===== config.mk =====
export PLATFORM = sky130hd
export DESIGN_NAME = lc3b_cpu
export DESIGN_NICKNAME = d
export VERILOG_FILES = /design/src/common/lc3b_types.sv /design/src/source/lc3b_cpu.sv /design/src/datapath/lc3b_datapath.sv /design/src/datapath/alu.sv /design/src/datapath/regfile.sv /design/src/control/control_rom.sv
export SDC_FILE = /design/constraint.sdc
export NUM_CORES = 1
export LEC_CHECK = 0
export ABC_AREA = 1
export BUFFER_PORTS_ARGS = -buffer_cell sky130_fd_sc_hd__clkbuf_2
export CAP_MARGIN = 25
export CORE_MARGIN = 2
export CORE_UTILIZATION = 40
export CTS_CLUSTER_DIAMETER = 30
export DETAILED_ROUTE_END_ITERATION = 7
export PLACE_DENSITY = 0.53
export RECOVER_POWER = 100
export SKIP_CTS_REPAIR_TIMING = 1
export SYNTH_ARGS = -nofsm -noshare
export SYNTH_HDL_FRONTEND = slang
export SYNTH_SLANG_ARGS = --single-unit

===== constraint.sdc =====
create_clock -name clk -period 4.7 [get_ports clk]
set_input_delay 0.705 -clock clk [delete_from_list [all_inputs] [get_ports clk]]
set_output_delay 0.705 -clock clk [all_outputs]
set_load 0.01 [all_outputs]

===== src/common/lc3b_types.sv =====
package lc3b_types;

    typedef logic [15:0] lc3b_word;
    typedef logic [2:0]  lc3b_reg;
    typedef logic [2:0]  lc3b_nzp;

    // encodings follow the ISA, bits 15:12 of the instruction
    typedef enum logic [3:0] {
        op_br   = 4'b0000,
        op_add  = 4'b0001,
        op_ldb  = 4'b0010,
        op_stb  = 4'b0011,
        op_jsr  = 4'b0100,
        op_and  = 4'b0101,
        op_ldr  = 4'b0110,
        op_str  = 4'b0111,
        op_rti  = 4'b1000,
        op_not  = 4'b1001,
        op_ldi  = 4'b1010,
        op_sti  = 4'b1011,
        op_jmp  = 4'b1100,
        op_shf  = 4'b1101,
        op_lea  = 4'b1110,
        op_trap = 4'b1111
    } lc3b_opcode;

    typedef logic [2:0] lc3b_alu_op;

    localparam lc3b_alu_op alu_op_add  = 3'd0;
    localparam lc3b_alu_op alu_op_and  = 3'd1;
    localparam lc3b_alu_op alu_op_not  = 3'd2;
    localparam lc3b_alu_op alu_op_pass = 3'd3; // result = a
    localparam lc3b_alu_op alu_op_sll  = 3'd4;
    localparam lc3b_alu_op alu_op_srl  = 3'd5;
    localparam lc3b_alu_op alu_op_sra  = 3'd6;

    // next pc source on a taken redirect
    typedef logic [1:0] lc3b_pc_sel;

    localparam lc3b_pc_sel pc_sel_plus2  = 2'd0;
    localparam lc3b_pc_sel pc_sel_base   = 2'd1; // from alu, jmp / jsrr
    localparam lc3b_pc_sel pc_sel_target = 2'd2; // from pc adder

    typedef logic [1:0] lc3b_alu_b_sel;

    localparam lc3b_alu_b_sel alu_b_sr2       = 2'd0;
    localparam lc3b_alu_b_sel alu_b_imm5      = 2'd1;
    localparam lc3b_alu_b_sel alu_b_imm4      = 2'd2;
    localparam lc3b_alu_b_sel alu_b_offset6_w = 2'd3; // word offset, shifted left

    typedef logic lc3b_offset_sel;

    localparam lc3b_offset_sel offset_sel_9  = 1'b0;
    localparam lc3b_offset_sel offset_sel_11 = 1'b1;

    typedef logic [1:0] lc3b_wb_sel;

    localparam lc3b_wb_sel wb_sel_alu    = 2'd0;
    localparam lc3b_wb_sel wb_sel_mdr    = 2'd1;
    localparam lc3b_wb_sel wb_sel_pc     = 2'd2; // link value, old pc + 2
    localparam lc3b_wb_sel wb_sel_target = 2'd3;

    localparam lc3b_word reset_pc = 16'h0000;
    localparam lc3b_reg  r7       = 3'd7;

endpackage : lc3b_types

===== src/source/lc3b_cpu.sv =====
module lc3b_cpu
    import lc3b_types::*;
(
    input  logic     clk,
    input  logic     rst_n,
    output lc3b_word imem_addr,
    input  lc3b_word imem_rdata,
    output lc3b_word dmem_addr,
    output lc3b_word dmem_wdata,
    input  lc3b_word dmem_rdata,
    output logic     dmem_write
);

    lc3b_word       ir;
    logic           conditional_branch, sr2_from_dest, cc_load;
    logic           dmem_write_en, dest_r7, regfile_load;
    lc3b_pc_sel     pc_sel;
    lc3b_offset_sel offset_sel;
    lc3b_alu_b_sel  alu_b_sel;
    lc3b_alu_op     alu_op;
    lc3b_wb_sel     wb_sel;

    control_rom control_rom0 (
        .ir                 (ir),
        .conditional_branch (conditional_branch),
        .pc_sel             (pc_sel),
        .offset_sel         (offset_sel),
        .sr2_from_dest      (sr2_from_dest),
        .alu_b_sel          (alu_b_sel),
        .alu_op             (alu_op),
        .cc_load            (cc_load),
        .dmem_write_en      (dmem_write_en),
        .wb_sel             (wb_sel),
        .dest_r7            (dest_r7),
        .regfile_load       (regfile_load)
    );

    lc3b_datapath datapath0 (
        .clk                (clk),
        .rst_n              (rst_n),
        .imem_addr          (imem_addr),
        .imem_rdata         (imem_rdata),
        .dmem_addr          (dmem_addr),
        .dmem_wdata         (dmem_wdata),
        .dmem_rdata         (dmem_rdata),
        .dmem_write         (dmem_write),
        .ir                 (ir),
        .conditional_branch (conditional_branch),
        .pc_sel             (pc_sel),
        .offset_sel         (offset_sel),
        .sr2_from_dest      (sr2_from_dest),
        .alu_b_sel          (alu_b_sel),
        .alu_op             (alu_op),
        .cc_load            (cc_load),
        .dmem_write_en      (dmem_write_en),
        .wb_sel             (wb_sel),
        .dest_r7            (dest_r7),
        .regfile_load       (regfile_load)
    );

endmodule : lc3b_cpu


===== src/datapath/lc3b_datapath.sv =====
module lc3b_datapath
    import lc3b_types::*;
(
    input  logic           clk,
    input  logic           rst_n,

    output lc3b_word       imem_addr,
    input  lc3b_word       imem_rdata,
    output lc3b_word       dmem_addr,
    output lc3b_word       dmem_wdata,
    input  lc3b_word       dmem_rdata,
    output logic           dmem_write,

    output lc3b_word       ir,

    input  logic           conditional_branch,
    input  lc3b_pc_sel     pc_sel,
    input  lc3b_offset_sel offset_sel,
    input  logic           sr2_from_dest,
    input  lc3b_alu_b_sel  alu_b_sel,
    input  lc3b_alu_op     alu_op,
    input  logic           cc_load,
    input  logic           dmem_write_en,
    input  lc3b_wb_sel     wb_sel,
    input  logic           dest_r7,
    input  logic           regfile_load
);

    lc3b_word pc, pc_next, ir_dx;
    logic     branch_taken;
    lc3b_reg  sr2, dest_dx;
    lc3b_word sr1_data, sr2_data, alu_b, alu_result, target;
    lc3b_word imm5_sext, imm4, offset6_w, offset9_w, offset11_w;

    lc3b_word   alu_mw, target_mw, link_mw, store_mw;
    lc3b_reg    dest_mw;
    logic       regfile_load_mw, cc_load_mw, dmem_write_mw;
    lc3b_wb_sel wb_sel_mw;
    lc3b_word   wb_data;
    lc3b_nzp    nzp, nzp_next;

    assign imem_addr = pc;
    assign ir        = ir_dx;

    assign imm5_sext  = {{11{ir_dx[4]}}, ir_dx[4:0]};
    assign imm4       = {12'b0, ir_dx[3:0]};
    assign offset6_w  = {{9{ir_dx[5]}}, ir_dx[5:0], 1'b0};
    assign offset9_w  = {{6{ir_dx[8]}}, ir_dx[8:0], 1'b0};
    assign offset11_w = {{4{ir_dx[10]}}, ir_dx[10:0], 1'b0};

    assign sr2     = sr2_from_dest ? ir_dx[11:9] : ir_dx[2:0];
    assign dest_dx = dest_r7 ? r7 : ir_dx[11:9];

    regfile regfile0 (
        .clk      (clk),
        .rst_n    (rst_n),
        .load     (regfile_load_mw),
        .dest     (dest_mw),
        .data     (wb_data),
        .sr1      (ir_dx[8:6]),
        .sr2      (sr2),
        .sr1_data (sr1_data),
        .sr2_data (sr2_data)
    );

    always_comb begin
        case (alu_b_sel)
            alu_b_imm5:      alu_b = imm5_sext;
            alu_b_imm4:      alu_b = imm4;
            alu_b_offset6_w: alu_b = offset6_w;
            default:         alu_b = sr2_data;
        endcase
    end

    alu alu0 (
        .op     (alu_op),
        .a      (sr1_data),
        .b      (alu_b),
        .result (alu_result)
    );

    // no stalls, so pc already holds pc + 2 of the dx instruction
    assign target = pc + ((offset_sel == offset_sel_11) ? offset11_w : offset9_w);

    assign branch_taken = (pc_sel != pc_sel_plus2) &&
                          (!conditional_branch || |(ir_dx[11:9] & nzp));

    always_comb begin
        pc_next = pc + 16'd2;
        if (branch_taken) begin
            pc_next = (pc_sel == pc_sel_base) ? alu_result : target;
        end
    end

    always_ff @(posedge clk) begin
        if (!rst_n) begin
            pc    <= reset_pc;
            ir_dx <= '0;
        end else begin
            pc    <= pc_next;
            ir_dx <= branch_taken ? '0 : imem_rdata; // squash fall-through
        end
    end

    // mw pipeline register
    always_ff @(posedge clk) begin
        if (!rst_n) begin
            regfile_load_mw <= 1'b0;
            cc_load_mw      <= 1'b0;
            dmem_write_mw   <= 1'b0;
            wb_sel_mw       <= wb_sel_alu;
        end else begin
            regfile_load_mw <= regfile_load;
            cc_load_mw      <= cc_load;
            dmem_write_mw   <= dmem_write_en;
            wb_sel_mw       <= wb_sel;
        end
    end

    always_ff @(posedge clk) begin
        alu_mw    <= alu_result;
        target_mw <= target;
        link_mw   <= pc;
        store_mw  <= sr2_data;
        dest_mw   <= dest_dx;
    end

    assign dmem_addr  = alu_mw;
    assign dmem_wdata = store_mw;
    assign dmem_write = dmem_write_mw;

    always_comb begin
        case (wb_sel_mw)
            wb_sel_mdr:    wb_data = dmem_rdata;
            wb_sel_pc:     wb_data = link_mw;
            wb_sel_target: wb_data = target_mw;
            default:       wb_data = alu_mw;
        endcase
    end

    assign nzp_next = wb_data[15]       ? 3'b100 :
                      (wb_data == '0)   ? 3'b010 : 3'b001;

    always_ff @(posedge clk) begin
        if (!rst_n) begin
            nzp <= 3'b010; // z after reset
        end else if (cc_load_mw) begin
            nzp <= nzp_next;
        end
    end

endmodule : lc3b_datapath


===== src/datapath/alu.sv =====
module alu
    import lc3b_types::*;
(
    input  lc3b_alu_op op,
    input  lc3b_word   a,
    input  lc3b_word   b,
    output lc3b_word   result
);

    logic [3:0] shamt;

    assign shamt = b[3:0]; // only imm4 matters for shifts

    always_comb begin
        case (op)
            alu_op_add:  result = a + b;
            alu_op_and:  result = a & b;
            alu_op_not:  result = ~a;
            alu_op_sll:  result = a << shamt;
            alu_op_srl:  result = a >> shamt;
            alu_op_sra:  result = lc3b_word'($signed(a) >>> shamt); // keeps sign
            alu_op_pass: result = a;
            default:     result = a;
        endcase
    end

endmodule : alu


===== src/datapath/regfile.sv =====
module regfile
    import lc3b_types::*;
(
    input  logic     clk,
    input  logic     rst_n,
    input  logic     load,
    input  lc3b_reg  dest,
    input  lc3b_word data,
    input  lc3b_reg  sr1,
    input  lc3b_reg  sr2,
    output lc3b_word sr1_data,
    output lc3b_word sr2_data
);

    lc3b_word regs [8];

    always_ff @(posedge clk) begin
        if (!rst_n) begin
            for (int i = 0; i < 8; i++) begin
                regs[i] <= '0;
            end
        end else if (load) begin
            regs[dest] <= data;
        end
    end

    // write-through so the dx read sees this cycle's writeback
    assign sr1_data = (load && (dest == sr1)) ? data : regs[sr1];
    assign sr2_data = (load && (dest == sr2)) ? data : regs[sr2];

endmodule : regfile


===== src/control/control_rom.sv =====
module control_rom
    import lc3b_types::*;
(
    input  lc3b_word       ir,

    output logic           conditional_branch,
    output lc3b_pc_sel     pc_sel,
    output lc3b_offset_sel offset_sel,
    output logic           sr2_from_dest,
    output lc3b_alu_b_sel  alu_b_sel,
    output lc3b_alu_op     alu_op,
    output logic           cc_load,
    output logic           dmem_write_en,
    output lc3b_wb_sel     wb_sel,
    output logic           dest_r7,
    output logic           regfile_load
);

    lc3b_opcode opcode;

    assign opcode = lc3b_opcode'(ir[15:12]);

    always_comb begin
        // all-zero word acts as nop
        conditional_branch = 1'b0;
        pc_sel             = pc_sel_plus2;
        offset_sel         = offset_sel_9;
        sr2_from_dest      = 1'b0;
        alu_b_sel          = alu_b_sr2;
        alu_op             = alu_op_add;
        cc_load            = 1'b0;
        dmem_write_en      = 1'b0;
        wb_sel             = wb_sel_alu;
        dest_r7            = 1'b0;
        regfile_load       = 1'b0;

        case (opcode)
            op_add, op_and: begin
                alu_op       = (opcode == op_add) ? alu_op_add : alu_op_and;
                alu_b_sel    = ir[5] ? alu_b_imm5 : alu_b_sr2; // imm5 form
                cc_load      = 1'b1;
                regfile_load = 1'b1;
            end

            op_not: begin
                alu_op       = alu_op_not;
                cc_load      = 1'b1;
                regfile_load = 1'b1;
            end

            op_shf: begin
                alu_b_sel = alu_b_imm4;
                if (!ir[4]) begin
                    alu_op = alu_op_sll;
                end else if (!ir[5]) begin
                    alu_op = alu_op_srl;
                end else begin
                    alu_op = alu_op_sra;
                end
                cc_load      = 1'b1;
                regfile_load = 1'b1;
            end

            op_ldr: begin
                alu_b_sel    = alu_b_offset6_w; // base + 2*offset6
                alu_op       = alu_op_add;
                wb_sel       = wb_sel_mdr;
                cc_load      = 1'b1;
                regfile_load = 1'b1;
            end

            op_str: begin
                alu_b_sel     = alu_b_offset6_w;
                alu_op        = alu_op_add;
                sr2_from_dest = 1'b1; // store data comes from ir[11:9]
                dmem_write_en = 1'b1;
            end

            op_br: begin
                conditional_branch = 1'b1;
                pc_sel             = pc_sel_target;
                offset_sel         = offset_sel_9;
            end

            op_jmp: begin
                alu_op = alu_op_pass; // base register straight through
                pc_sel = pc_sel_base;
            end

            op_jsr: begin
                if (ir[11]) begin
                    pc_sel     = pc_sel_target; // jsr
                    offset_sel = offset_sel_11;
                end else begin
                    pc_sel = pc_sel_base; // jsrr
                    alu_op = alu_op_pass;
                end
                wb_sel       = wb_sel_pc;
                dest_r7      = 1'b1;
                regfile_load = 1'b1;
            end

            op_lea: begin
                offset_sel   = offset_sel_9;
                wb_sel       = wb_sel_target; // cc left alone
                regfile_load = 1'b1;
            end

            default: begin
                // byte ops, trap, rti, ldi, sti keep the nop word
            end
        endcase
    end

endmodule : control_rom


# Word-level counts from Yosys, hierarchy flattened

Memory sizes are Yosys's and may differ from the RTL's. A register that Yosys moved wholly into a read port is not among the register bits.
Cells that the tools add are included.
W data, S select, Z words.

Bits of input ports: 34
Flip-flop bits (word level): 107
Memory bits (writable): 128
Memories: 1
Output and inout port bits: 49
Word-level logic and storage cells: 98

Memory list:

| name                    | words | bits a word | rd ports | clocked after Yosys merged registers in | write ports | line          | source |
|---|---|---|---|---|---|---|---|
| datapath0.regfile0.regs | 8     | 16          | 2        | 1                                       | 8           | regfile.sv:15 | `lc3b_word regs [8];` |

Reduce and logical (&&, ||, !) cells: 16
Muxes and demuxes: 36
Add/subtract/negate cells: 3
Equality and inequality tests: 23
Bitwise gates (word level): 4
Shifts and indexed selects: 3

Operator list:

| kind                    | number |
|---|---|
| $mux W16                | 6 |
| $pmux W16 S3            | 2 |
| $pmux W16 S6            | 1 |
| $add A16 B16 Y16        | 2 |
| $pmux W2 S3             | 3 |
| $add A16 B2 Y16 const B | 1 |
| $and A16 B16 Y16        | 1 |
| $eq A4 B3 Y1 const B    | 4 |
| $eq A4 B4 Y1 const B    | 4 |
| $logic_not A16 Y1       | 1 |
| $not A16 Y16            | 1 |
| $reduce_or A16 Y1       | 1 |
| $shl A16 B4 Y16         | 1 |
| $shr A16 B4 Y16         | 1 |
| $sshr A16 B4 Y16        | 1 |
| $mux W3                 | 5 |
| $pmux W3 S5             | 1 |
| $mux W1                 | 14 |
| $eq A3 B3 Y1 const B    | 3 |
| $eq A2 B2 Y1 const B    | 4 |
| $mux W2                 | 4 |
| $reduce_or A7 Y1        | 1 |
| $eq A2 B1 Y1 const B    | 3 |
| $eq A3 B3 Y1            | 2 |
| 14 further kinds        | 18 |

# Logic depth before layout (Yosys ltp)

Gate-level depths: netlist of run 1.

Depth in word-level cells: 11
Gate-level depth with buffers: 34
Depth with buffers taken out: 33

# By module

From an unflattened synthesis of run 1, not the netlist that was laid out.

Cells, all modules: 2,317
Area, all modules: 15,461.1 um2

Modules (own cells, without submodules):

| module        | seq. area each (um2) | times used | area an instance (um2) | cells an instance |
|---|---|---|---|---|
| regfile       | 3,843.7              | 1          | 7,772.5                | 1,057 |
| lc3b_datapath | 2,122.0              | 1          | 4,640.7                | 600 |
| alu           | 0.0                  | 1          | 2,837.7                | 615 |
| control_rom   | 0.0                  | 1          | 210.2                  | 45 |

# Worst setup path after synthesis of run 1

OpenSTA, ideal clock, no wires.

Path type: flip-flop to flip-flop
From: register datapath0.ir_dx[13], in the netlist datapath0.ir[13]
To: register datapath0.alu_mw[10], in the netlist datapath0.dmem_addr[10]
Cell stages (with the launch flop): 33
Buffers on the path: 3
Setup slack: 909 ps
Setup time: 109 ps
Data arrival time: 3,682 ps
Required time: 4,591 ps
Clock period less this slack: 3,791 ps
Cells stage by stage: dfxtp_1 nand2_1 inv_1 nand2_4 o21ai_4 nor2_1 nor2_1 nand2_1 buf_4 nand3_1 nand2_1 nand2_1 nand2_1 buf_4 buf_4 ha_1 inv_1 nor2_1 o21ai_0 nand2_1 nand2_1 nand2_1 nand2_1 nand2_1 a21oi_1 o21ai_0 or2_2 a21oi_1 nand2_1 inv_1 nand3_1 nand2_1 inv_1

Cells in the longest elaborated chain, start to end: 9
Elaborated cells on any way between the ends: 35
Those cells by class: 1 x add/sub; 17 x eq/ne; 3 x shift; 8 x mux; 1 x bitwise; 4 x reduce/logical; 1 x memory

Ends and longest elaborated chain:

| item                                                                   | line                 | source |
|---|---|---|
| from (decl)                                                            | lc3b_datapath.sv:29  | `lc3b_word pc, pc_next, ir_dx;` |
| from (signal assigned)                                                 | lc3b_datapath.sv:101 | `ir_dx <= branch_taken ? '0 : imem_rdata;` |
| $eq A4 B3 Y1 *                                                         | control_rom.sv:37    | `case (opcode)` |
| $mux W1 *                                                              | control_rom.sv:37    |  |
| $mux W3 *                                                              | lc3b_datapath.sv:51  | `assign sr2 = sr2_from_dest ? ir_dx[11:9] : ir_dx[2:0];` |
| parallel branches: the longest is 2 deep, another holds $mem_v2 Z8 W16 | n/a                  |  |
| $mux W16 *                                                             | regfile.sv:29        | `assign sr2_data = (load && (dest == sr2)) ? data : regs[sr2];` |
| via datapath0.regfile0.sr2_data[2]                                     | regfile.sv:12        | `output lc3b_word sr2_data` |
| $pmux W16 S3 *                                                         | lc3b_datapath.sv:67  | `case (alu_b_sel)` |
| $add A16 B16 Y16 (tied with other cells)                               | alu.sv:16            | `alu_op_add: result = a + b;` |
| $pmux W16 S6 *                                                         | alu.sv:15            | `case (op)` |
| via datapath0.alu0.result[10]                                          | alu.sv:7             | `output lc3b_word result` |
| to (signal assigned)                                                   | lc3b_datapath.sv:121 | `alu_mw <= alu_result;` |
| to (decl)                                                              | lc3b_datapath.sv:35  | `lc3b_word alu_mw, target_mw, link_mw, store_mw;` |

Mark *: on every way through the listed nets, which the timed path passes.
A chain may end at the register's enable or synchronous reset.

# Final worst setup path of run 1

From: register datapath0.wb_sel_mw[1]
To: register datapath0.alu_mw[12], in the netlist datapath0.dmem_addr[12]

Cells in the longest elaborated chain, start to end: 6
Elaborated cells on any way between the ends: 14
Those cells by class: 1 x add/sub; 3 x eq/ne; 3 x shift; 5 x mux; 2 x bitwise

Ends and longest elaborated chain:

| item                                         | line                 | source |
|---|---|---|
| from (decl)                                  | lc3b_datapath.sv:38  | `lc3b_wb_sel wb_sel_mw;` |
| from (signal assigned)                       | lc3b_datapath.sv:111 | `wb_sel_mw <= wb_sel_alu;` |
| from (signal assigned)                       | lc3b_datapath.sv:116 | `wb_sel_mw <= wb_sel;` |
| $eq A2 B2 Y1 or $eq A2 B1 Y1 (tied branches) | lc3b_datapath.sv:133 | `case (wb_sel_mw)` |
| $pmux W16 S3 *                               | lc3b_datapath.sv:133 |  |
| $mux W16                                     | regfile.sv:29        |  |
| $pmux W16 S3                                 | lc3b_datapath.sv:67  |  |
| $add A16 B16 Y16 (tied with other cells)     | alu.sv:16            |  |
| $pmux W16 S6 *                               | alu.sv:15            |  |
| via datapath0.alu0.result[12]                | alu.sv:7             |  |

The timed path passes the listed nets; every way through them passes the cells marked *.

==> metrics.txt, run 1 <==
outcome finished, final reports clean; Pleak 7.736 nW; Tightest Hold Check Type in -> reg; Fin Hold WS approximately 0.28 ns; I/O pin cnt 83; 1st-pass router iterations 6; Initial Util 0.4058; die area ~0.038 mm2; commonest non-fill, non-tap cell in the layout nand2_1; Horiz. Die Dim 193.7 um; Psw roughly 3.6 mW; Setup crit start kind flop; fin crit share 0.9392; CTS Buf Count 61; largest net degree at the start of global routing 60; WS Path Type reg -> reg; combinational share of power 0.282; proportion of layout cells with a drive suffix above 1 0.1064; Max Cap Viol 0; Diodes inserted 0; worst skew pair latency about 0.62 ns; Max-slew headroom 0.04455; Fill cells 3,599; Clk network pwr share 0.454; Period minus WS final 4.414 ns; CP delay by family, top compound AO/OA/AOI/OAI gates; DP Area between 0.015 and 0.02 mm2; Max Buffers Root-to-Sink 3; proportion of synthesized chip area in sequential cells 0.4143; Worst Path Arrival between 4 and 5 ns; RD Place Congestion about 1; register bit total from synthesis 234; cells after synthesis 2,014; clk_skew 0.02698 ns; worst-margin pin slew around 1.4 ns; share of power burned in registers 0.264; commonest non-fill, non-tap cells in the layout nand2_1 (461), nand3_1 (301), nor2_1 (262), inv_1 (177), o21ai_0 (137); count of cell types in the netlist 52; crit path max fanout 12; Worst path max stage delay between 0.6 and 0.7 ns; GRT Util Overall 0.2994; total power just under 10 mW; fmax between 200 and 250 MHz; initial drt markers approximately 1,700; area delta synth->final 22.21%; total number of vias around 15,000; WP buf/inv 3; Max IR drop VDD around 0.00033 V; Finished Cell Area 0.01760 mm2; CTS tree built; Yosys warning count 0; die height 193.7 um; critical-path cell list inv_1, nand2_1, buf_4, o21a_1, clkinv_1, o21ai_0, ha_1, nand2_1, nor2_1, a211oi_1, o311ai_0, or2_2, a31oi_1, nand3_1, nor2_1, nor2_1; Final Max Tran Viols 0; total grt overflow 0; vias in the first global route 14,070; switching share of total power 0.3635; Main synth FF type edfxtp_1; number of synthesized flops with an enable pin between 100 and 150; post-synth design cell area between 0.01 and 0.015 mm2; Crit. End Element flop; PortBufs 82; Slowest cell on crit path o21ai_0; Most Frequent Cell on Critical Path nor2_1; Post-DP HPWL roughly 40,000 um; routed wire length per instance ~22 um; Reg clk slew, reported paths approximately 0.06 ns; CP required 5.17 ns; Core Region 0.03548 mm2; asr flop ratio synth 0; average instance area after synthesis between 7 and 8 um2; Routed WL about 57,000 um; unrepaired setup endpoints after global routing no; Final ANT Viol Nets 0; Mapped Nets 2,082; initial antenna violation count 2; internal power 6.232 mW; layout net count between 2,000 and 2,500; DRC Markers 0; setup TNS 0 ns; # rows 69; Final setup viols 0; CTS sink cnt around 230; mean number of vias per cell between 5 and 6; Fin. Hold Viols 0; first-pass GRT wire length 85,610 um; CTS root buf clkbuf_16; htree depth 2; P per Cell Area around 560 mW/mm2
kinds of logic after synthesis:
group                      Yosys count  synth area share
muxes                                1         0.0006951
xor gates and xnor gates            25           0.01521
adders and majority gates           34           0.03058
DFF                                234            0.4143
AOI/OAI and AO/OA                  350            0.1406
buffers and inverters              299           0.08385
and+or+nand+nor                   1071            0.3148
power groups by stage:
stage               combinational, mW  clock [mW]  sequential [mW]
floorplan                        1.69           0             2.59
global placement                 2.72           0             2.62
detailed placement               2.71           0             2.61
CTS                              2.72        4.48             2.58
global route                     3.00        4.59             2.60
finish                           2.76        4.44             2.59
cell usage after synthesis (2+ instances only):
master / instances / area [um2]
clkinv_1: 15 / 56.30
o21ai_1: 12 / 60.06
a21boi_0: 4 / 30.03
or2_2: 5 / 31.28
fa_1: 2 / 40.04
a21o_1: 2 / 15.01
o2111ai_1: 2 / 17.52
nand3_1: 301 / 1506
clkbuf_1: 62 / 232.7
a21oi_1: 103 / 515.5
buf_2: 17 / 85.08
inv_1: 178 / 668.1
a211oi_1: 11 / 82.58
o21ai_2: 2 / 17.52
buf_1: 8 / 30.03
o21a_1: 14 / 105.1
nor3_1: 11 / 55.05
edfxtp_1: 128 / 3844
nand3b_1: 4 / 30.03
xor2_1: 17 / 148.9
buf_4: 11 / 82.58
o221ai_1: 14 / 122.6
nand2_2: 5 / 31.28
a22oi_1: 10 / 75.07
o211ai_1: 19 / 142.6
a221oi_1: 2 / 17.52
dfxtp_1: 106 / 2122
buf_6: 3 / 33.78
ha_1: 32 / 400.4
nand2_1: 462 / 1734
o21ai_0: 135 / 675.7
o22ai_1: 8 / 50.05
nand4_1: 8 / 50.05
nor2_1: 262 / 983.4
a21oi_2: 2 / 17.52
inv_2: 5 / 18.77
a31oi_1: 5 / 31.28
nor2_2: 2 / 12.51
nor4_1: 5 / 31.28
xnor2_1: 8 / 70.07
layer usage:
| metal | vias to the layer above | global-route usage | part of all wire | wire length (um) |
|---|---|---|---|---|
| li1 | 7043 | - | - | - |
| met1 | 6993 | 0.4298 | 0.45 | 25860 |
| met2 | 736 | 0.4362 | 0.42 | 24130 |
| met3 | 138 | 0.06018 | 0.087 | 4969 |
| met4 | 2 | 0.1278 | 0.040 | 2262 |
| met5 | - | 0 | 0.00017 | 10 |
path summary, 6_finish.rpt:
path                           from                 endpoint  slack, ns  cells past startpoint
max          datapath0.wb_sel_mw[1]  datapath0.dmem_addr[12]       0.29                     16
min                   imem_rdata[6]          datapath0.ir[6]       0.28                      3
max reg2reg  datapath0.wb_sel_mw[1]  datapath0.dmem_addr[12]       0.29                     16
min reg2reg  datapath0.imem_addr[0]   datapath0.target_mw[0]       0.39                      0
registers in the layout, indices dropped and copies added (netlist names):
register,cells
datapath0.regfile0.regs,128
datapath0.dmem_addr,16
datapath0.dmem_wdata,16
datapath0.imem_addr,16
datapath0.ir,16
datapath0.target_mw,16
datapath0.link_mw,15
datapath0.dest_mw,3
datapath0.nzp,3
datapath0.wb_sel_mw,2
datapath0.cc_load_mw,1
datapath0.dmem_write,1
datapath0.regfile_load_mw,1
worst register-to-register path, cell delays in order (launching register included):
cell      delay [ns]
dfxtp_1         0.47
inv_1           0.23
nand2_1         0.22
buf_4           0.23
o21a_1          0.23
clkinv_1        0.33
o21ai_0         0.70
ha_1            0.41
nand2_1         0.13
nor2_1          0.06
a211oi_1        0.16
o311ai_0        0.20
or2_2           0.31
a31oi_1         0.25
nand3_1         0.15
nor2_1          0.14
nor2_1          0.05
per-stage QoR:
| stage | cells | util | worst slack [ns] |
|---|---|---|---|
| floorplan | 2014 | - | 0.9092 |
| global placement | 2526 | 0.4358 | 0.3519 |
| detailed placement | 2526 | 0.4358 | 0.3024 |
| CTS | 2641 | 0.4975 | 0.2611 |
| global route | 2642 | 0.4960 | 0.01748 |
| finish | 2642 | 0.4960 | 0.2856 |
final cells by class:
| cell class | count | area [um2] | area share |
|---|---|---|---|
| Multi-Input combinational cell | 1481 | 7266 | 0.4129 |
| Inverter | 198 | 747.0 | 0.04245 |
| Tap cell | 461 | 576.8 | 0.03278 |
| Sequential cell | 234 | 5968 | 0.3391 |
| Clock buffer | 71 | 1605 | 0.09122 |
| Clock inverter | 44 | 583.1 | 0.03313 |
| Timing Repair Buffer | 153 | 852.1 | 0.04842 |
(Power assumes the default switching activity.)
==> inputs of run 2 (changes only) <==
--- a/config.mk
+++ b/config.mk
@@ -6,6 +6,7 @@
 export NUM_CORES = 1
 export LEC_CHECK = 0
 export ABC_AREA = 1
+export ABC_CLOCK_PERIOD_IN_PS = 4700
 export BUFFER_PORTS_ARGS = -buffer_cell sky130_fd_sc_hd__clkbuf_2
 export CAP_MARGIN = 25
 export CORE_MARGIN = 2
@@ -14,6 +15,7 @@
 export DETAILED_ROUTE_END_ITERATION = 7
 export PLACE_DENSITY = 0.53
 export RECOVER_POWER = 100
+export SETUP_SLACK_MARGIN = 0.4
 export SKIP_CTS_REPAIR_TIMING = 1
 export SYNTH_ARGS = -nofsm -noshare
 export SYNTH_HDL_FRONTEND = slang
==> metrics.txt, run 2 (synthesized netlist as in run 1, its figures left out) <==
outcome finished, violations left; violated checks capacitance limit; Psw 3.575 mW (+0.48%); combinational share of power 0.283 (about the same); Routed WL 57,470 um (+0.40%); # rows 69 (unchanged); fmax 236.2 MHz (+4.3%); P per Cell Area 553.2 mW/mm2 (-0.56%); worst-margin pin slew 1.500 ns (+0.06647 ns); Fin. Hold Viols 0 (unchanged); Layout Utilization 0.5002 (+0.004232); Crit. End Element flop; area delta synth->final 23.25%; CTS root buf clkbuf_16; 1st-pass router iterations 6 (unchanged); routed wire length per instance 21.66 um (about the same); Max Cap Viol 1 (+1); Hold EP datapath0.ir[7]; htree depth 2 (unchanged); Finished Cell Area 0.01775 mm2 (+0.85%); Core Region 0.03548 mm2 (unchanged); die height 193.7 um (unchanged); total number of vias 14,940 (+0.19%); Max Buffers Root-to-Sink 3 (unchanged); register-to-register setup slack 0.47 ns (+0.18 ns); GRT Util Overall 0.2994 (unchanged); Fin Hold WS 0.2787 ns (-0.005140 ns); initial antenna violation count 2 (unchanged); Inst Count DP 2,526 (unchanged); internal power 6.243 mW (+0.17%); commonest non-fill, non-tap cell in the layout nand2_1; CP required 5.17 ns (about the same); Max IR drop VDD 0.0003234 V (-0.81%); RR Startpoint datapath0.ir[15]; clk_skew 0.02761 ns (+0.0006296 ns); Clk network pwr share 0.453 (about the same); RD Place Congestion 0.9785 (unchanged); most flop-heavy register datapath0.regfile0.regs; DRC Markers 0 (unchanged); initial drt markers 1,719 (+0.12%); Period minus WS final 4.233 ns (-0.1813 ns); Final ANT Viol Nets 0 (unchanged); I/O pin cnt 83 (unchanged); DP Area 0.01546 mm2 (unchanged); max reg flops 128 (unchanged); CTS Buf Count 61 (unchanged); layout net count 2,208 (+0.50%); final cell count without fillers 2,653 (+0.42%); fin crit share 0.9007 (-0.03858); CTS tree built; Setup crit start kind flop; Pleak 7.785 nW (+0.63%); worst skew pair latency 0.62 ns (about the same); mean number of vias per cell 5.631 (-0.23%); Post-DP HPWL 40,320 um (unchanged); Reg clk slew, reported paths 0.05 ns (about the same); Final setup viols 0 (unchanged); commonest non-fill, non-tap cells in the layout nand2_1 (461), nand3_1 (301), nor2_1 (261), inv_1 (173), o21ai_0 (134); PortBufs 82 (unchanged); Setup WS pre-CTS 0.3024 ns (unchanged); Final Max Tran Viols 0 (unchanged); switching share of total power 0.3642 (+0.0007050); largest net degree at the start of global routing 60 (unchanged); proportion of layout cells with a drive suffix above 1 0.1145 (+0.008134); WS Path Type reg -> reg; Diodes inserted 0 (unchanged); share of power burned in registers 0.263 (about the same); worst reg2reg endpoint datapath0.dmem_addr[12]; Setup WS post-layout 0.4669 ns (+0.1813 ns); total power 9.818 mW (+0.29%); FF-to-FF path depth 23 (+7); Horiz. Die Dim 193.7 um (unchanged); Initial Util 0.4058 (unchanged); setup TNS 0 ns (unchanged); Tightest Hold Check Type in -> reg; Max-slew headroom 0.0002433 (-0.04431); vias in the first global route 14,070 (unchanged); crit path max fanout 15 (+3); die area 0.03753 mm2 (unchanged); Hold Crit Start imem_rdata[7]; first-pass GRT wire length 85,610 um (unchanged); Worst Path Arrival 4.71 ns (-0.18 ns); total grt overflow 0 (unchanged); worst hold stages 3 (unchanged); CTS sink cnt 234 (unchanged); unrepaired setup endpoints after global routing yes
## run 2: cell types whose count changed in the layout (fill, tap and decap cells not counted), moves of 3 or more
cell / before / now
dfxtp_1: 104 / 101
clkbuf_1: 70 / 74
inv_2: 5 / 8
o21ai_0: 137 / 134
inv_1: 177 / 173
buf_6: 2 / 6
## run 2: layout make-up
| cell class | instances | area [um2] |
|---|---|---|
| clock inverters | 44 | 583.1 |
| well taps | 461 | 576.8 |
| clock buffers | 71 | 1605 |
| flip-flops and latches | 234 | 5974 |
| repair buffers | 163 | 958.4 |
| inverters | 198 | 748.2 |
| fillers | 3590 | 17730 |
| multi-input cells | 1482 | 7302 |
## run 2: worst max-delay path by stage
stage / slack (ns) / cells past startpoint / endpoint / start
detailed placement: 0.30 / 22 / datapath0.dmem_addr[12] / datapath0.ir[13]
global route: 0.19 / 30 / datapath0.dmem_addr[10] / datapath0.ir[14]
floorplan: 0.91 / 32 / datapath0.dmem_addr[10] / datapath0.ir[13]
global placement: 0.35 / 25 / datapath0.dmem_addr[10] / datapath0.wb_sel_mw[1]
finish: 0.47 / 23 / datapath0.dmem_addr[12] / datapath0.ir[15]
CTS: 0.26 / 22 / datapath0.dmem_addr[12] / datapath0.ir[14]
## run 2: power by group through the flow
stage               combinational (mW)  sequential [mW]  clock (mW)
finish                            2.78             2.59        4.45
global route                      3.02             2.60        4.59
CTS                               2.72             2.58        4.48
detailed placement                2.71             2.61           0
global placement                  2.72             2.62           0
floorplan                         1.69             2.59           0
## run 2: worst max-delay path, stage by stage (launching register included)
cell	delay (ns)
dfxtp_1	0.44
inv_1	0.15
nand2_1	0.15
nor2_1	0.07
nand2_1	0.07
nand2_1	0.10
nand2_1	0.08
nand2_1	0.05
nor2_1	0.10
nand2_1	0.19
clkbuf_4	0.21
buf_4	0.19
o21ai_0	0.44
a21oi_1	0.14
ha_1	0.37
nand2_1	0.11
inv_1	0.06
a21oi_1	0.18
o311ai_1	0.12
or2_2	0.29
a31oi_1	0.24
nand3_1	0.15
nor2_1	0.13
nor2_1	0.04
## run 2: layer usage
metal / part of all wire / GRT usage / up-vias
met3: 0.089 / 0.06018 / 137
met2: 0.42 / 0.4362 / 755
met1: 0.45 / 0.4298 / 6991
met4: 0.038 / 0.1278 / 2
met5: 0.00017 / 0 / -
li1: - / - / 7055
==> inputs of run 3 (changes only) <==
--- a/config.mk
+++ b/config.mk
@@ -7,7 +7,7 @@
 export LEC_CHECK = 0
 export ABC_AREA = 1
 export ABC_CLOCK_PERIOD_IN_PS = 4700
-export BUFFER_PORTS_ARGS = -buffer_cell sky130_fd_sc_hd__clkbuf_2
+export BUFFER_PORTS_ARGS = -buffer_cell sky130_fd_sc_hd__buf_2
 export CAP_MARGIN = 25
 export CORE_MARGIN = 2
 export CORE_UTILIZATION = 40
==> metrics.txt, run 3 (synthesized netlist as in run 1, its figures left out) <==
Worst Path Arrival 4.69 ns (-0.02 ns); Diodes inserted 0 (unchanged); die height 193.7 um (unchanged); # rows 69 (unchanged); Horiz. Die Dim 193.7 um (unchanged); Setup WS post-layout 0.4698 ns (+0.002920 ns); CTS tree built; CP delay by family, top compound AO/OA/AOI/OAI gates; vias in the first global route 14,320 (+1.8%); proportion of layout cells with a drive suffix above 1 0.1177 (+0.003167); largest net degree at the start of global routing 43 (-28%); most flop-heavy register datapath0.regfile0.regs; Max Buffers Root-to-Sink 3 (unchanged); Crit path depth 17 (-26%); setup TNS 0 ns (unchanged); area delta synth->final 22.33%; Period minus WS final 4.230 ns (-0.002920 ns); total power 9.534 mW (-2.9%); unrepaired setup endpoints after global routing yes; switching share of total power 0.3672 (+0.002992); Core Region 0.03548 mm2 (unchanged); commonest non-fill, non-tap cells in the layout nand2_1 (459), nand3_1 (299), nor2_1 (260), inv_1 (174), o21ai_0 (133); GRT Util Overall 0.3053 (+0.005923); Setup crit start kind flop; total grt overflow 0 (unchanged); worst skew pair latency 0.60 ns (-0.02 ns); internal power 6.034 mW (-3.3%); Setup WS pre-CTS 0.3986 ns (+0.09618 ns); total number of vias 15,040 (+0.68%); FF-to-FF path depth 17 (-26%); 1st-pass router iterations 5 (-1); worst-margin pin slew 1.512 ns (+0.01268 ns); htree depth 2 (unchanged); fmax 236.4 MHz (about the same); final cell count without fillers 2,645 (-0.30%); Worst path max stage delay 0.87 ns (+0.43 ns); combinational share of power 0.293 (+0.010); violated checks capacitance limit, slew limit; outcome finished, violations left; Post-DP HPWL 41,150 um (+2.1%); WP buf/inv 4 (unchanged); Final ANT Viol Nets 0 (unchanged); die area 0.03753 mm2 (unchanged); commonest non-fill, non-tap cell in the layout nand2_1; mean number of vias per cell 5.687 (+0.98%); PortBufs 82 (unchanged); CTS sink cnt 234 (unchanged); Final setup viols 0 (unchanged); Slowest cell on crit path o21ai_0; I/O pin cnt 83 (unchanged); CTS root buf clkbuf_16; initial antenna violation count 1 (-1); Routed WL 57,830 um (+0.62%); Tightest Hold Check Type in -> reg; Final Max Tran Viols 16 (+16); worst hold stages 3 (unchanged); clk_skew 0.02669 ns (-0.0009217 ns); CTS Buf Count 61 (unchanged); Fin. Hold Viols 0 (unchanged); RD Place Congestion 0.9587 (-2.0%); Initial Util 0.4058 (unchanged); CP required 5.16 ns (about the same); Max Cap Viol 1 (unchanged); Reg clk slew, reported paths 0.05 ns (about the same); Max-slew headroom -0.008208 (-0.008451); share of power burned in registers 0.272 (+0.009); layout net count 2,201 (-0.32%); crit path max fanout 13 (-2); routed wire length per instance 21.86 um (+0.93%); DRC Markers 0 (unchanged); Clk network pwr share 0.435 (-0.018); first-pass GRT wire length 87,800 um (+2.6%); Psw 3.501 mW (-2.1%); initial drt markers 1,510 (-12%); Max IR drop VDD 0.0003537 V (+9.4%); max reg flops 128 (unchanged); Inst Count DP 2,519 (-0.28%); WS Path Type reg -> reg; Most Frequent Cell on Critical Path nand2_1; Pleak 7.731 nW (-0.70%); Crit. End Element flop; critical-path cell list clkinvlp_2, nand2_1, buf_4, o21a_1, o21ai_0, inv_1, ha_1, inv_1, o21ai_0, a21oi_1, o311ai_1, nand2_1, nand2_1, a21oi_1, or2_2, nand3_1, nand4_1; fin crit share 0.9000 (about the same); P per Cell Area 541.2 mW/mm2 (-2.2%)
[run 3: changes by cell type in the layout (fill, tap and decap cells not counted), moves of 4 or more]
cell / before / now
buf_2: 0 / 32
bufinv_16: 10 / 5
clkbuf_1: 74 / 64
clkbuf_2: 32 / 0
clkinv_4: 2 / 7
inv_6: 4 / 8
inv_8: 8 / 0
[run 3: area by class of cell]
class / instances / area [um2]
clock inverters: 42 / 411.6
multi-input cells: 1482 / 7318
clock buffers: 72 / 1672
repair buffers: 156 / 918.4
well taps: 461 / 576.8
fillers: 3603 / 17870
flip-flops and latches: 234 / 5971
inverters: 198 / 748.2
[run 3: final timing paths]
check                           slack, ns                 endpoint              startpoint
worst max-delay path                 0.47  datapath0.dmem_addr[14]  datapath0.wb_sel_mw[1]
worst max register to register       0.47  datapath0.dmem_addr[14]  datapath0.wb_sel_mw[1]
worst min-delay path                 0.33          datapath0.ir[8]           imem_rdata[8]
worst min register to register       0.40   datapath0.target_mw[0]  datapath0.imem_addr[0]
[run 3: power groups by stage]
stage | logic, mW | clock network [mW] | registers, mW
after detailed placement | 2.72 | 0 | 2.61
after CTS | 2.73 | 4.19 | 2.58
after global routing | 3.06 | 4.31 | 2.61
final | 2.79 | 4.15 | 2.59
after global placement | 2.73 | 0 | 2.61
after floorplan | 1.69 | 0 | 2.59
[run 3: metrics by stage]
stage,hold slack [ns],area [um2],utilization
after floorplan,0.3472,14400,-
after global placement,0.3862,15410,0.4344
after detailed placement,0.3872,15410,0.4344
after CTS,0.3030,17500,0.4931
after global routing,0.3115,17620,0.4965
final,0.3336,17620,0.4965
[run 3: tightest hold or removal path, cell delays in order]
cell and delay (ns):
buf_2 0.09, inv_1 0.04, nor2_1 0.03
[run 3: layer usage]
metal / share of wire / wire [um] / up-vias / GRT usage
met1: 0.45 / 26260 / 7141 / 0.4412
met2: 0.43 / 24690 / 737 / 0.4503
met3: 0.084 / 4845 / 137 / 0.05479
met4: 0.035 / 2038 / 0 / 0.1221
li1: - / - / 7026 / -
met5: 0 / 0 / - / 0
